**src/design/ctrl_defs.svh**
```systemverilog
`ifndef CTRL_DEFS_SVH
`define CTRL_DEFS_SVH

// field widths
`define CTRL_MODE_W 3
`define CTRL_OP_W 4
`define CTRL_FN_W 4
`define CTRL_SEL_W 4

// APB bus
`define APB_ADDR_W 8
`define APB_DATA_W 32

// register map
`define REG_MODE_OFS 8'h00
`define REG_STATUS_OFS 8'h04

// panel comes up idle
`define MODE_RESET_CODE 3'b111

`endif

```
**src/design/ctrl_pkg.sv**
```systemverilog
`default_nettype none

`include "ctrl_defs.svh"

package ctrl_pkg;

    typedef enum logic [`CTRL_MODE_W-1:0] {
        MODE_FETCH  = 3'b000,   // fetch/execute
        MODE_WR_MEM = 3'b001,
        MODE_RD_MEM = 3'b010,
        MODE_RD_REG = 3'b011,
        MODE_WR_REG = 3'b100,
        MODE_IDLE   = 3'b111
    } panel_mode_t;

    typedef enum logic [`CTRL_OP_W-1:0] {
        OP_ADD = 4'b0001,
        OP_SUB = 4'b0010,
        OP_AND = 4'b0011,
        OP_INC = 4'b0100,
        OP_LD  = 4'b0101,
        OP_ST  = 4'b0110,
        OP_JC  = 4'b0111,
        OP_JZ  = 4'b1000,
        OP_JMP = 4'b1001,
        OP_STP = 4'b1110
    } opcode_t;

    typedef enum logic [1:0] {
        BEAT_W1 = 2'd0,
        BEAT_W2 = 2'd1,
        BEAT_W3 = 2'd2          // only after LD/ST
    } beat_t;

    typedef logic [`CTRL_FN_W-1:0]  alu_fn_t;   // ALU function S
    typedef logic [`CTRL_SEL_W-1:0] reg_sel_t;  // register select SEL

    typedef struct packed {
        logic     sel_ctl;
        logic     abus;
        logic     sbus;
        logic     mbus;
        logic     m;
        logic     cin;
        logic     drw;
        logic     ldz;
        logic     ldc;
        logic     memw;
        logic     arinc;
        logic     pcinc;
        logic     pcadd;
        logic     lpc;
        logic     lar;
        logic     lir;
        logic     stop;
        logic     short_cyc;
        logic     long_cyc;
        alu_fn_t  s;
        reg_sel_t sel;
    } ctrl_word_t;

    typedef struct packed {
        logic                   psel;
        logic                   penable;
        logic                   pwrite;
        logic [`APB_ADDR_W-1:0] paddr;
        logic [`APB_DATA_W-1:0] pwdata;
    } apb_req_t;

    typedef struct packed {
        logic [`APB_DATA_W-1:0] prdata;
        logic                   pready;
        logic                   pslverr;
    } apb_rsp_t;

    // packs as {beat, st0} like the STATUS register
    typedef struct packed {
        beat_t beat;
        logic  st0;
    } seq_status_t;

endpackage

`default_nettype wire

```
**src/design/beat_sequencer.sv**
```systemverilog
`timescale 1ns/1ps
`default_nettype none

module beat_sequencer (
    input  wire                    t3,
    input  wire                    rst_n,
    input  logic                   restart,
    input  ctrl_pkg::panel_mode_t  mode,
    input  ctrl_pkg::opcode_t      ir,
    output ctrl_pkg::seq_status_t  status
);

    ctrl_pkg::beat_t beat_q;
    logic            long_q;    // LD/ST needs a W3 beat
    logic            st0_q;
    logic            is_w1;
    logic            is_w2;
    logic            set_st0;
    logic            clr_st0;

    assign is_w1 = (beat_q == ctrl_pkg::BEAT_W1);
    assign is_w2 = (beat_q == ctrl_pkg::BEAT_W2);

    assign set_st0 = ~st0_q & (
        ((mode == ctrl_pkg::MODE_WR_REG) & is_w2) |
        ((mode == ctrl_pkg::MODE_RD_MEM) & is_w1) |
        ((mode == ctrl_pkg::MODE_WR_MEM) & is_w1) |
        ((mode == ctrl_pkg::MODE_FETCH)  & is_w2));

    // write register alternates between the two register pairs
    assign clr_st0 = st0_q & is_w2 & (mode == ctrl_pkg::MODE_WR_REG);

    always_ff @(posedge t3) begin
        if (!rst_n || restart) begin
            beat_q <= ctrl_pkg::BEAT_W1;
            long_q <= 1'b0;
            st0_q  <= 1'b0;
        end else begin
            case (beat_q)
                ctrl_pkg::BEAT_W1: begin
                    beat_q <= ctrl_pkg::BEAT_W2;
                    long_q <= (ir == ctrl_pkg::OP_LD) || (ir == ctrl_pkg::OP_ST);
                end
                ctrl_pkg::BEAT_W2: beat_q <= long_q ? ctrl_pkg::BEAT_W3 : ctrl_pkg::BEAT_W1;
                default:           beat_q <= ctrl_pkg::BEAT_W1;  // W3 and stray codes
            endcase
            if (set_st0) begin
                st0_q <= 1'b1;
            end else if (clr_st0) begin
                st0_q <= 1'b0;
            end
        end
    end

    assign status = '{beat: beat_q, st0: st0_q};

endmodule

`default_nettype wire

```
**src/design/control_unit_top.sv**
```systemverilog
`timescale 1ns/1ps
`default_nettype none

module control_unit_top (
    input  wire                   t3,
    input  wire                   rst_n,
    input  ctrl_pkg::apb_req_t    apb_req,
    output ctrl_pkg::apb_rsp_t    apb_rsp,
    input  ctrl_pkg::opcode_t     ir,
    input  wire                   c,
    input  wire                   z,
    output ctrl_pkg::ctrl_word_t  ctrl
);

    ctrl_pkg::panel_mode_t mode;
    ctrl_pkg::seq_status_t status;
    ctrl_pkg::ctrl_word_t  exec_word;
    logic                  restart;

    panel_regs u_panel_regs (
        .t3      (t3),
        .rst_n   (rst_n),
        .apb_req (apb_req),
        .apb_rsp (apb_rsp),
        .status  (status),
        .mode    (mode),
        .restart (restart)
    );

    beat_sequencer u_beat_sequencer (
        .t3      (t3),
        .rst_n   (rst_n),
        .restart (restart),
        .mode    (mode),
        .ir      (ir),
        .status  (status)
    );

    // fetch/execute word for fetch mode only
    instr_decoder u_instr_decoder (
        .status (status),
        .ir     (ir),
        .c      (c),
        .z      (z),
        .word   (exec_word)
    );

    mode_decoder u_mode_decoder (
        .mode      (mode),
        .status    (status),
        .exec_word (exec_word),
        .ctrl      (ctrl)
    );

endmodule

`default_nettype wire

```
**src/design/instr_decoder.sv**
```systemverilog
`timescale 1ns/1ps
`default_nettype none

module instr_decoder (
    input  ctrl_pkg::seq_status_t status,
    input  ctrl_pkg::opcode_t     ir,
    input  logic                  c,
    input  logic                  z,
    output ctrl_pkg::ctrl_word_t  word
);

    always_comb begin
        word = '0;
        if (!status.st0) begin
            // first pass after restart loads PC from the switches
            case (status.beat)
                ctrl_pkg::BEAT_W1: word.stop = 1'b1;
                ctrl_pkg::BEAT_W2: begin
                    word.sbus = 1'b1;
                    word.lpc  = 1'b1;
                end
                default: word = '0;
            endcase
        end else begin
            case (status.beat)
                ctrl_pkg::BEAT_W1: begin
                    word.lir   = 1'b1;   // fetch
                    word.pcinc = 1'b1;
                end
                ctrl_pkg::BEAT_W2: begin
                    case (ir)
                        ctrl_pkg::OP_ADD: begin
                            word.s    = 4'b1001;
                            word.cin  = 1'b1;
                            word.abus = 1'b1;
                            word.drw  = 1'b1;
                            word.ldz  = 1'b1;
                            word.ldc  = 1'b1;
                        end
                        ctrl_pkg::OP_SUB: begin
                            word.s    = 4'b0110;
                            word.abus = 1'b1;
                            word.drw  = 1'b1;
                            word.ldz  = 1'b1;
                            word.ldc  = 1'b1;
                        end
                        ctrl_pkg::OP_AND: begin
                            word.m    = 1'b1;    // logic op leaves carry alone
                            word.s    = 4'b1011;
                            word.abus = 1'b1;
                            word.drw  = 1'b1;
                            word.ldz  = 1'b1;
                        end
                        ctrl_pkg::OP_INC: begin
                            word.s    = 4'b0000;
                            word.abus = 1'b1;
                            word.drw  = 1'b1;
                            word.ldz  = 1'b1;
                            word.ldc  = 1'b1;
                        end
                        ctrl_pkg::OP_LD: begin
                            word.m        = 1'b1;
                            word.s        = 4'b1010;
                            word.abus     = 1'b1;
                            word.lar      = 1'b1;  // address to AR
                            word.long_cyc = 1'b1;
                        end
                        ctrl_pkg::OP_ST: begin
                            word.m        = 1'b1;
                            word.s        = 4'b1111;
                            word.abus     = 1'b1;
                            word.lar      = 1'b1;
                            word.long_cyc = 1'b1;
                        end
                        ctrl_pkg::OP_JC:  word.pcadd = c;
                        ctrl_pkg::OP_JZ:  word.pcadd = z;
                        ctrl_pkg::OP_JMP: begin
                            word.m    = 1'b1;
                            word.s    = 4'b1111;
                            word.abus = 1'b1;
                            word.lpc  = 1'b1;
                        end
                        ctrl_pkg::OP_STP: word.stop = 1'b1;
                        default:          word = '0;  // extension opcodes dropped
                    endcase
                end
                ctrl_pkg::BEAT_W3: begin
                    case (ir)
                        ctrl_pkg::OP_LD: begin
                            word.drw  = 1'b1;    // memory data into register
                            word.mbus = 1'b1;
                        end
                        ctrl_pkg::OP_ST: begin
                            word.m    = 1'b1;
                            word.s    = 4'b1010;
                            word.abus = 1'b1;
                            word.memw = 1'b1;
                        end
                        default: word = '0;
                    endcase
                end
                default: word = '0;
            endcase
        end
    end

endmodule

`default_nettype wire

```
**src/design/mode_decoder.sv**
```systemverilog
`timescale 1ns/1ps
`default_nettype none

module mode_decoder (
    input  ctrl_pkg::panel_mode_t mode,
    input  ctrl_pkg::seq_status_t status,
    input  ctrl_pkg::ctrl_word_t  exec_word,
    output ctrl_pkg::ctrl_word_t  ctrl
);

    logic is_w1;
    logic is_w2;

    assign is_w1 = (status.beat == ctrl_pkg::BEAT_W1);
    assign is_w2 = (status.beat == ctrl_pkg::BEAT_W2);

    always_comb begin
        ctrl = '0;
        case (mode)
            ctrl_pkg::MODE_FETCH: ctrl = exec_word;
            ctrl_pkg::MODE_WR_REG: begin
                if (is_w1 || is_w2) begin
                    ctrl.sbus    = 1'b1;
                    ctrl.sel_ctl = 1'b1;
                    ctrl.drw     = 1'b1;
                    ctrl.stop    = 1'b1;
                    // st0 picks the register pair, beat picks the register
                    case ({status.st0, is_w2})
                        2'b00:   ctrl.sel = 4'b0011;
                        2'b01:   ctrl.sel = 4'b0100;
                        2'b10:   ctrl.sel = 4'b1001;
                        default: ctrl.sel = 4'b1110;
                    endcase
                end
            end
            ctrl_pkg::MODE_RD_REG: begin
                if (is_w1 || is_w2) begin
                    ctrl.sel_ctl = 1'b1;
                    ctrl.stop    = 1'b1;
                    ctrl.sel     = is_w1 ? 4'b0001 : 4'b1011;
                end
            end
            ctrl_pkg::MODE_RD_MEM: begin
                if (is_w1) begin
                    ctrl.stop      = 1'b1;
                    ctrl.short_cyc = 1'b1;
                    ctrl.sel_ctl   = 1'b1;
                    if (!status.st0) begin
                        ctrl.sbus = 1'b1;    // address from switches
                        ctrl.lar  = 1'b1;
                    end else begin
                        ctrl.mbus  = 1'b1;
                        ctrl.arinc = 1'b1;
                    end
                end
            end
            ctrl_pkg::MODE_WR_MEM: begin
                if (is_w1) begin
                    ctrl.sbus      = 1'b1;
                    ctrl.stop      = 1'b1;
                    ctrl.short_cyc = 1'b1;
                    ctrl.sel_ctl   = 1'b1;
                    if (!status.st0) begin
                        ctrl.lar = 1'b1;
                    end else begin
                        ctrl.memw  = 1'b1;   // switch data into memory
                        ctrl.arinc = 1'b1;
                    end
                end
            end
            default: ctrl = '0;   // idle and undefined codes
        endcase
    end

endmodule

`default_nettype wire

```
**src/design/panel_regs.sv**
```systemverilog
`timescale 1ns/1ps
`default_nettype none

`include "ctrl_defs.svh"

module panel_regs (
    input  wire                    t3,
    input  wire                    rst_n,
    input  ctrl_pkg::apb_req_t     apb_req,
    output ctrl_pkg::apb_rsp_t     apb_rsp,
    input  ctrl_pkg::seq_status_t  status,
    output ctrl_pkg::panel_mode_t  mode,
    output logic                   restart
);

    logic                   setup_phase;
    logic                   access_phase;
    logic                   hit_mode;
    logic                   hit_status;
    logic                   bad_access;
    logic [`APB_DATA_W-1:0] rd_data;
    logic [`APB_DATA_W-1:0] rdata_q;
    logic                   err_q;
    ctrl_pkg::panel_mode_t  mode_q;

    assign setup_phase  = apb_req.psel & ~apb_req.penable;
    assign access_phase = apb_req.psel & apb_req.penable;
    assign hit_mode     = (apb_req.paddr == `REG_MODE_OFS);
    assign hit_status   = (apb_req.paddr == `REG_STATUS_OFS);
    assign bad_access   = ~(hit_mode | hit_status) | (apb_req.pwrite & hit_status);

    // a MODE write also restarts the beat sequence
    assign restart = access_phase & apb_req.pwrite & hit_mode;

    always_comb begin
        rd_data = '0;
        if (hit_mode) begin
            rd_data[`CTRL_MODE_W-1:0] = mode_q;
        end else if (hit_status) begin
            rd_data[$bits(ctrl_pkg::seq_status_t)-1:0] = status;
        end
    end

    always_ff @(posedge t3) begin
        if (!rst_n) begin
            mode_q <= ctrl_pkg::panel_mode_t'(`MODE_RESET_CODE);
        end else if (restart) begin
            mode_q <= ctrl_pkg::panel_mode_t'(apb_req.pwdata[`CTRL_MODE_W-1:0]);
        end
    end

    // response is sampled in setup and presented during the access cycle
    always_ff @(posedge t3) begin
        if (!rst_n) begin
            rdata_q <= '0;
            err_q   <= 1'b0;
        end else if (setup_phase) begin
            rdata_q <= apb_req.pwrite ? '0 : rd_data;
            err_q   <= bad_access;
        end else begin
            rdata_q <= '0;
            err_q   <= 1'b0;
        end
    end

    assign apb_rsp = '{prdata: rdata_q, pready: 1'b1, pslverr: err_q};  // no wait states
    assign mode    = mode_q;

endmodule

`default_nettype wire

```
**config.mk**
```make
export PLATFORM = sky130hd
export DESIGN_NAME = control_unit_top
export DESIGN_NICKNAME = d
export VERILOG_FILES = /design/src/design/ctrl_pkg.sv /design/src/design/beat_sequencer.sv /design/src/design/control_unit_top.sv /design/src/design/instr_decoder.sv /design/src/design/mode_decoder.sv /design/src/design/panel_regs.sv
export VERILOG_INCLUDE_DIRS = /design/src /design/src/design
export SDC_FILE = /design/constraint.sdc
export NUM_CORES = 1
export LEC_CHECK = 0
export ABC_AREA = 1
export BUFFER_PORTS_ARGS = -buffer_cell sky130_fd_sc_hd__buf_2
export CAP_MARGIN = 25
export CORE_MARGIN = 4
export CORE_UTILIZATION = 39
export DETAILED_ROUTE_END_ITERATION = 8
export PLACE_DENSITY = 0.84
export SLEW_MARGIN = 20
export SYNTH_ARGS = -nofsm -noshare
export SYNTH_HDL_FRONTEND = slang
export SYNTH_SLANG_ARGS = --single-unit
```
**constraint.sdc**
```tcl
create_clock -name t3 -period 1.7 [get_ports t3]
set_clock_uncertainty 0.05 [all_clocks]
set_input_delay 0.17 -clock t3 [delete_from_list [all_inputs] [get_ports t3]]
set_output_delay 0.17 -clock t3 [all_outputs]
set_load 0.02 [all_outputs]
```
==> impl_metrics.ini, run 1 <==
[outcome]
status = complete, but fails checks
violations = setup timing

[worst_setup_path]
worst_setup_path_end_kind = output pin
arrival_ps = 1610
crit_required_ps = 1480
cp-start-kind = flip-flop
critPathSlowestCell = dfxtp_4
max_stage_delay_ps = 380
path_max_fanout = 4
crit_chain = inv_4 > ha_4 > nand2_4 > nor2_1 > nand3_2 > o21ai_0 > buf_2
criticalPathCategory = flip-flop to output pin
r2r_slack_ps = 380

[finish]
antenna_cells = 0
layout.nets = 344
final_layout_size_suffix_gt1_share_pct = 40.7
syn2layout_area_growth_pct = 41.2
fill_cells = 319

[die]
pin_count = 112
design.core.area_um2 = 3340
die_h_um = 66.8
dieArea_um2 = 4470
die_w_um = 66.8
start_util_pct = 40.5
num_rows = 21

[yosys]
synth_seq_cells = 11
yosys_warnings = 0
ys_seq_area_share_pct = 16.3
synth_area_um2 = 1350
postSynthAreaPerCell_um2 = 6.08
synth_cells = 222
ys_types = 29

[route]
drc = 0
postRouteAntennaNets = 0
vias = 1563
first_pass_iters = 4
drt_iter0_drc = 90
via_per_inst = 4.72
wl_mm = 3.85
wl_per_cell_um = 11.6

[place]
post-place-ws_ps = -42.3
gp_congestion = 0.831
port_buffers = 52
dp_hpwl_mm = 2.78

[sta]
fin_crit_sh_pct = 108
hold_viol = 0
setup-violations-final = 18
final.setup.worst_slack_ps = -131
fin_crit_ps = 1830
finalMaxSlewViolations = 0
rsz0062_at_grt = yes
fmax_ghz = 0.546
fin_setup_tns_ps = -1390

[clock_tree]
clkLatencyLatePin_ps = 270
path_clk_slew_ps = 70
cts_hold_buf = 0
clock_path_buffers = 2
htreeDepth = 1
cts_inserted_buffers = 3
ctsRootBufferMaster = clkbuf_4
cts_tree = built
clock_sinks = 11

[power]
cellPowerDensity_nw_per_um2 = 349
fin_total_pwr_mw = 0.666
ir_drop_mv = 0.228
p_leak_nw = 1.07

[grt]
grt_max_degree = 10
antenna_found_initial = 0
grt-ovfl-total = 0
grtUsageTotal_pct = 16.5
grt_pass1_vias = 1348
grt_pass1_wl_mm = 5.68

[min_path]
min_path_type = input pin to flip-flop

[flow_run]
maxCapViolCount = 0
-- final cells by class --
type	instances	area [um^2]	share of cell area, %
clock buffers	4	26.3	1.38
inverters	32	128	6.69
multi-input cells	173	1000	52.4
flip-flops and latches	11	229	12.0
well taps	46	57.6	3.02
repair buffers	65	467	24.5
-- sequential cells by signal, indices dropped and copies added, names as in the netlist --
| register | cells |
|---|---|
| u_beat_sequencer.beat_q | 2 |
| u_beat_sequencer.long_q | 1 |
| u_beat_sequencer.st0_q | 1 |
| u_panel_regs.err_q | 1 |
| u_panel_regs.mode | 3 |
| u_panel_regs.rdata_q | 3 |
-- layout by cell type, fill, tap and decap left out, types with 5 or more instances in the layout --
| master | count |
|---|---|
| buf_2 | 31 |
| nor2_2 | 6 |
| dfxtp_1 | 6 |
| nand2_2 | 5 |
| buf_6 | 15 |
| nand2_1 | 41 |
| conb_1 | 30 |
| nor2_1 | 26 |
| o21ai_2 | 6 |
| buf_4 | 19 |
| inv_1 | 25 |
| a21oi_1 | 7 |
| nand3_1 | 16 |
-- cells in the mapped netlist (all sizes together) --
cell | n | share of area [%]
nor3 | 4 | 2.3
nand3 | 20 | 8.2
nor2 | 35 | 11
buf | 34 | 19
a211oi | 1 | 0.56
a31oi | 2 | 0.93
o211ai | 1 | 0.56
nor3b | 1 | 0.93
a21oi | 8 | 3.2
conb | 2 | 0.56
dfxtp | 11 | 16
o21ai | 11 | 4.4
nand3b | 2 | 1.1
ha | 7 | 6.5
nand2 | 48 | 14
inv | 32 | 8.9
a32oi | 1 | 0.65
nand4 | 2 | 0.93
-- routing by layer --
layer	wire [um]	up-vias	part of all wire (%)	global-route usage (%)
li1	-	766	-	-
met1	1430	696	37	19.4
met2	1980	87	51	29.7
met3	333	14	8.7	2.19
met4	102	0	2.7	6.60
met5	0	-	0	0
-- timing repair --
action | in CTS | in global routing
pin swaps | 9 | 12
gates cloned | 0 | 0
buffers inserted | 3 | 2
endpoints found under the setup margin | 17 | 23
gates resized for setup | 54 | 31
-- metrics by stage --
step	utilization, %	std cells	hold slack, ps	area [um^2]
global placement	47.7	323	353	1590
detailed placement	47.7	323	362	1590
CTS	54.0	330	74.6	1800
floorplan	-	250	204	1460
finish	57.1	331	83.8	1910
global route	57.1	331	94.9	1910
-- critical path, delay by kind of cell, from the launching register on --
family | cells | cell delay, ps
adder cells (fa/ha/maj) | 1 | 270
buffers and inverters | 2 | 240
flip-flops | 1 | 380
AO/OA/AOI/OAI | 1 | 120
AND/OR/NAND/NOR | 3 | 340
-- cells by family (layout without fill, tap and decap cells) --
logic type      after synthesis  count (layout)  share of synthesized area, %
simple gates                112             112                          38.7
flops                        11              11                          16.3
other cells                   2              30                         0.556
compound gates               24              24                          10.3
fa+ha+maj                     7               7                          6.49
buf+inv                      66             101                          27.6
-- report_power, final --
part,leakage (nW),total (mW),switching (mW),internal [mW]
Combinational,0.967,0.223,0.150,0.0734
Sequential,0.0898,0.265,0.00362,0.261
Clock,0.0150,0.178,0.0870,0.0909
-- path summary, 6_finish.rpt --
| check | startpoint | endpoint | depth (start not counted) |
|---|---|---|---|
| hold reg to reg | u_beat_sequencer.long_q | u_beat_sequencer.beat_q[1] | 2 |
| hold / removal | rst_n | u_panel_regs.mode[1] | 2 |
| setup / recovery | u_beat_sequencer.beat_q[0] | ctrl[17] | 7 |
| setup reg to reg | u_beat_sequencer.beat_q[1] | u_beat_sequencer.st0_q | 8 |
Power figures use the tool's default switching activity.
==> run 2: changes to the inputs <==
--- a/config.mk
+++ b/config.mk
@@ -12,7 +12,7 @@
 export CORE_MARGIN = 4
 export CORE_UTILIZATION = 39
 export DETAILED_ROUTE_END_ITERATION = 8
-export PLACE_DENSITY = 0.84
+export PLACE_DENSITY = 0.81
 export SLEW_MARGIN = 20
 export SYNTH_ARGS = -nofsm -noshare
 export SYNTH_HDL_FRONTEND = slang
==> impl_metrics.ini, run 2 (synthesized netlist as in run 1, its figures left out) <==
[power]
switching_share_pct = 35.9
combPwrFrac_pct = 32.7
clkPwrFrac_pct = 27.1
p_leak_nw = 1.09
p_int_mw = 0.422
p_switching_mw = 0.236
fin_total_pwr_mw = 0.659
ir_drop_mv = 0.303
cellPowerDensity_nw_per_um2 = 345
share_seq_of_total_power_pct = 40.2

[route]
postRouteAntennaNets = 0
wl_per_cell_um = 10.7
vias = 1501
drc = 0
via_per_inst = 4.47
wl_mm = 3.58
drt_iter0_drc = 61
first_pass_iters = 4

[die]
num_rows = 21
pin_count = 112
die_w_um = 66.8
start_util_pct = 40.5
dieArea_um2 = 4470
die_h_um = 66.8
design.core.area_um2 = 3340

[grt]
grt_max_degree = 10
grt_pass1_wl_mm = 5.16
grt_pass1_vias = 1230
grt-ovfl-total = 0
antenna_found_initial = 0
grtUsageTotal_pct = 14.8

[place]
dp_hpwl_mm = 2.73
gp_congestion = 0.832
post-place-ws_ps = -40.3
port_buffers = 52
place_inst = 323
placed_area_um2 = 1590

[finish]
final_area_um2 = 1910
layout_common_cells = nand2_1, buf_2, conb_1, nor2_1, inv_1
final_core_util_pct = 57.2
final_cells = 336
layout.nets = 349
final_layout_size_suffix_gt1_share_pct = 41.0
antenna_cells = 0
final_common_cell = nand2_1
fill_cells = 343
syn2layout_area_growth_pct = 41.4

[sta]
final.setup.worst_slack_ps = -135
rsz0062_at_grt = yes
hold_viol = 0
setup-violations-final = 15
holdWs_ps = 73.7
fin_crit_sh_pct = 108
fin_setup_tns_ps = -1140
fin_crit_ps = 1830
finalMaxSlewViolations = 0
fmax_ghz = 0.545

[worst_setup_path]
crit_top_cell = buf_4
arrival_ps = 1610
crit_start = u_beat_sequencer.beat_q[0]
criticalPathCategory = flip-flop to output pin
crit_chain = inv_4 > buf_4 > buf_4 > ha_1 > nor3b_4 > nand2_2 > nand3_2 > buf_6
critPathSlowestCell = dfxtp_4
r2r-start = u_beat_sequencer.beat_q[1]
reg2regPathDepth = 8
crit_end = ctrl[20]
r2r_slack_ps = 380
cp-start-kind = flip-flop
crit_required_ps = 1480
path_max_fanout = 3
worst_setup_path_end_kind = output pin
max_stage_delay_ps = 380
r2r_end = u_beat_sequencer.st0_q

[clock_tree]
cts_tree = built
ctsRootBufferMaster = clkbuf_4
clkLatencyLatePin_ps = 270
cts_inserted_buffers = 3
path_clk_slew_ps = 70
htreeDepth = 1
clock_sinks = 11
clock_path_buffers = 2

[outcome]
status = complete, but fails checks
violations = setup timing

[min_path]
hold-path-cell-count = 2
min_path_type = input pin to flip-flop

[flow_run]
maxCapViolCount = 0
[run 2: cell count changes in the layout (fill, tap and decap cells not counted), sizes merged]
cell	before	now
buf	65	70
[run 2: how the worst min path moves through the flow]
stage,slack (ps),start,endpoint
5_1_grt,80,rst_n,u_panel_regs.mode[0]
3_3_place_gp,350,rst_n,u_panel_regs.mode[1]
6_report,70,rst_n,u_panel_regs.mode[2]
4_1_cts,70,rst_n,u_panel_regs.mode[0]
2_1_floorplan,200,rst_n,u_panel_regs.mode[2]
3_5_place_dp,360,rst_n,u_panel_regs.mode[0]
[run 2: area by class of cell]
| cell class | count | area, um^2 | share of cell area [%] |
|---|---|---|---|
| multi-input cells | 173 | 976 | 51.1 |
| repair buffers | 70 | 493 | 25.8 |
| flip-flops and latches | 11 | 229 | 12.0 |
| inverters | 32 | 128 | 6.68 |
| well taps | 46 | 57.6 | 3.01 |
| clock buffers | 4 | 26.3 | 1.38 |
[run 2: timing repair]
action,CTS,global route
buffers inserted,5,4
endpoints found under the setup margin,19,24
hold endpoints to repair,0,0
hold buffers,0,0
gates resized for setup,51,26
pin swaps,11,8
cloned,0,0
[run 2: worst max-delay path: cells and delay by family (launching register included)]
family	cells	cell delay (ps)
buf+inv	4	420
flops	1	380
simple gates	3	340
fa+ha+maj	1	210
[run 2: per-layer routing]
layer	wire (um)	vias to the layer above	GRT usage (%)
li1	-	770	-
met1	1460	665	17.9
met2	1820	60	27.2
met3	259	6	1.18
met4	44	0	4.57
met5	0	-	0
[run 2: power by group through the flow]
stage	clock network [mW]	logic (mW)	registers [mW]
after global routing	0.195	0.238	0.265
after floorplan	0	0.180	0.269
final	0.179	0.215	0.265
after global placement	0	0.179	0.269
after CTS	0.182	0.205	0.264
after detailed placement	0	0.181	0.269
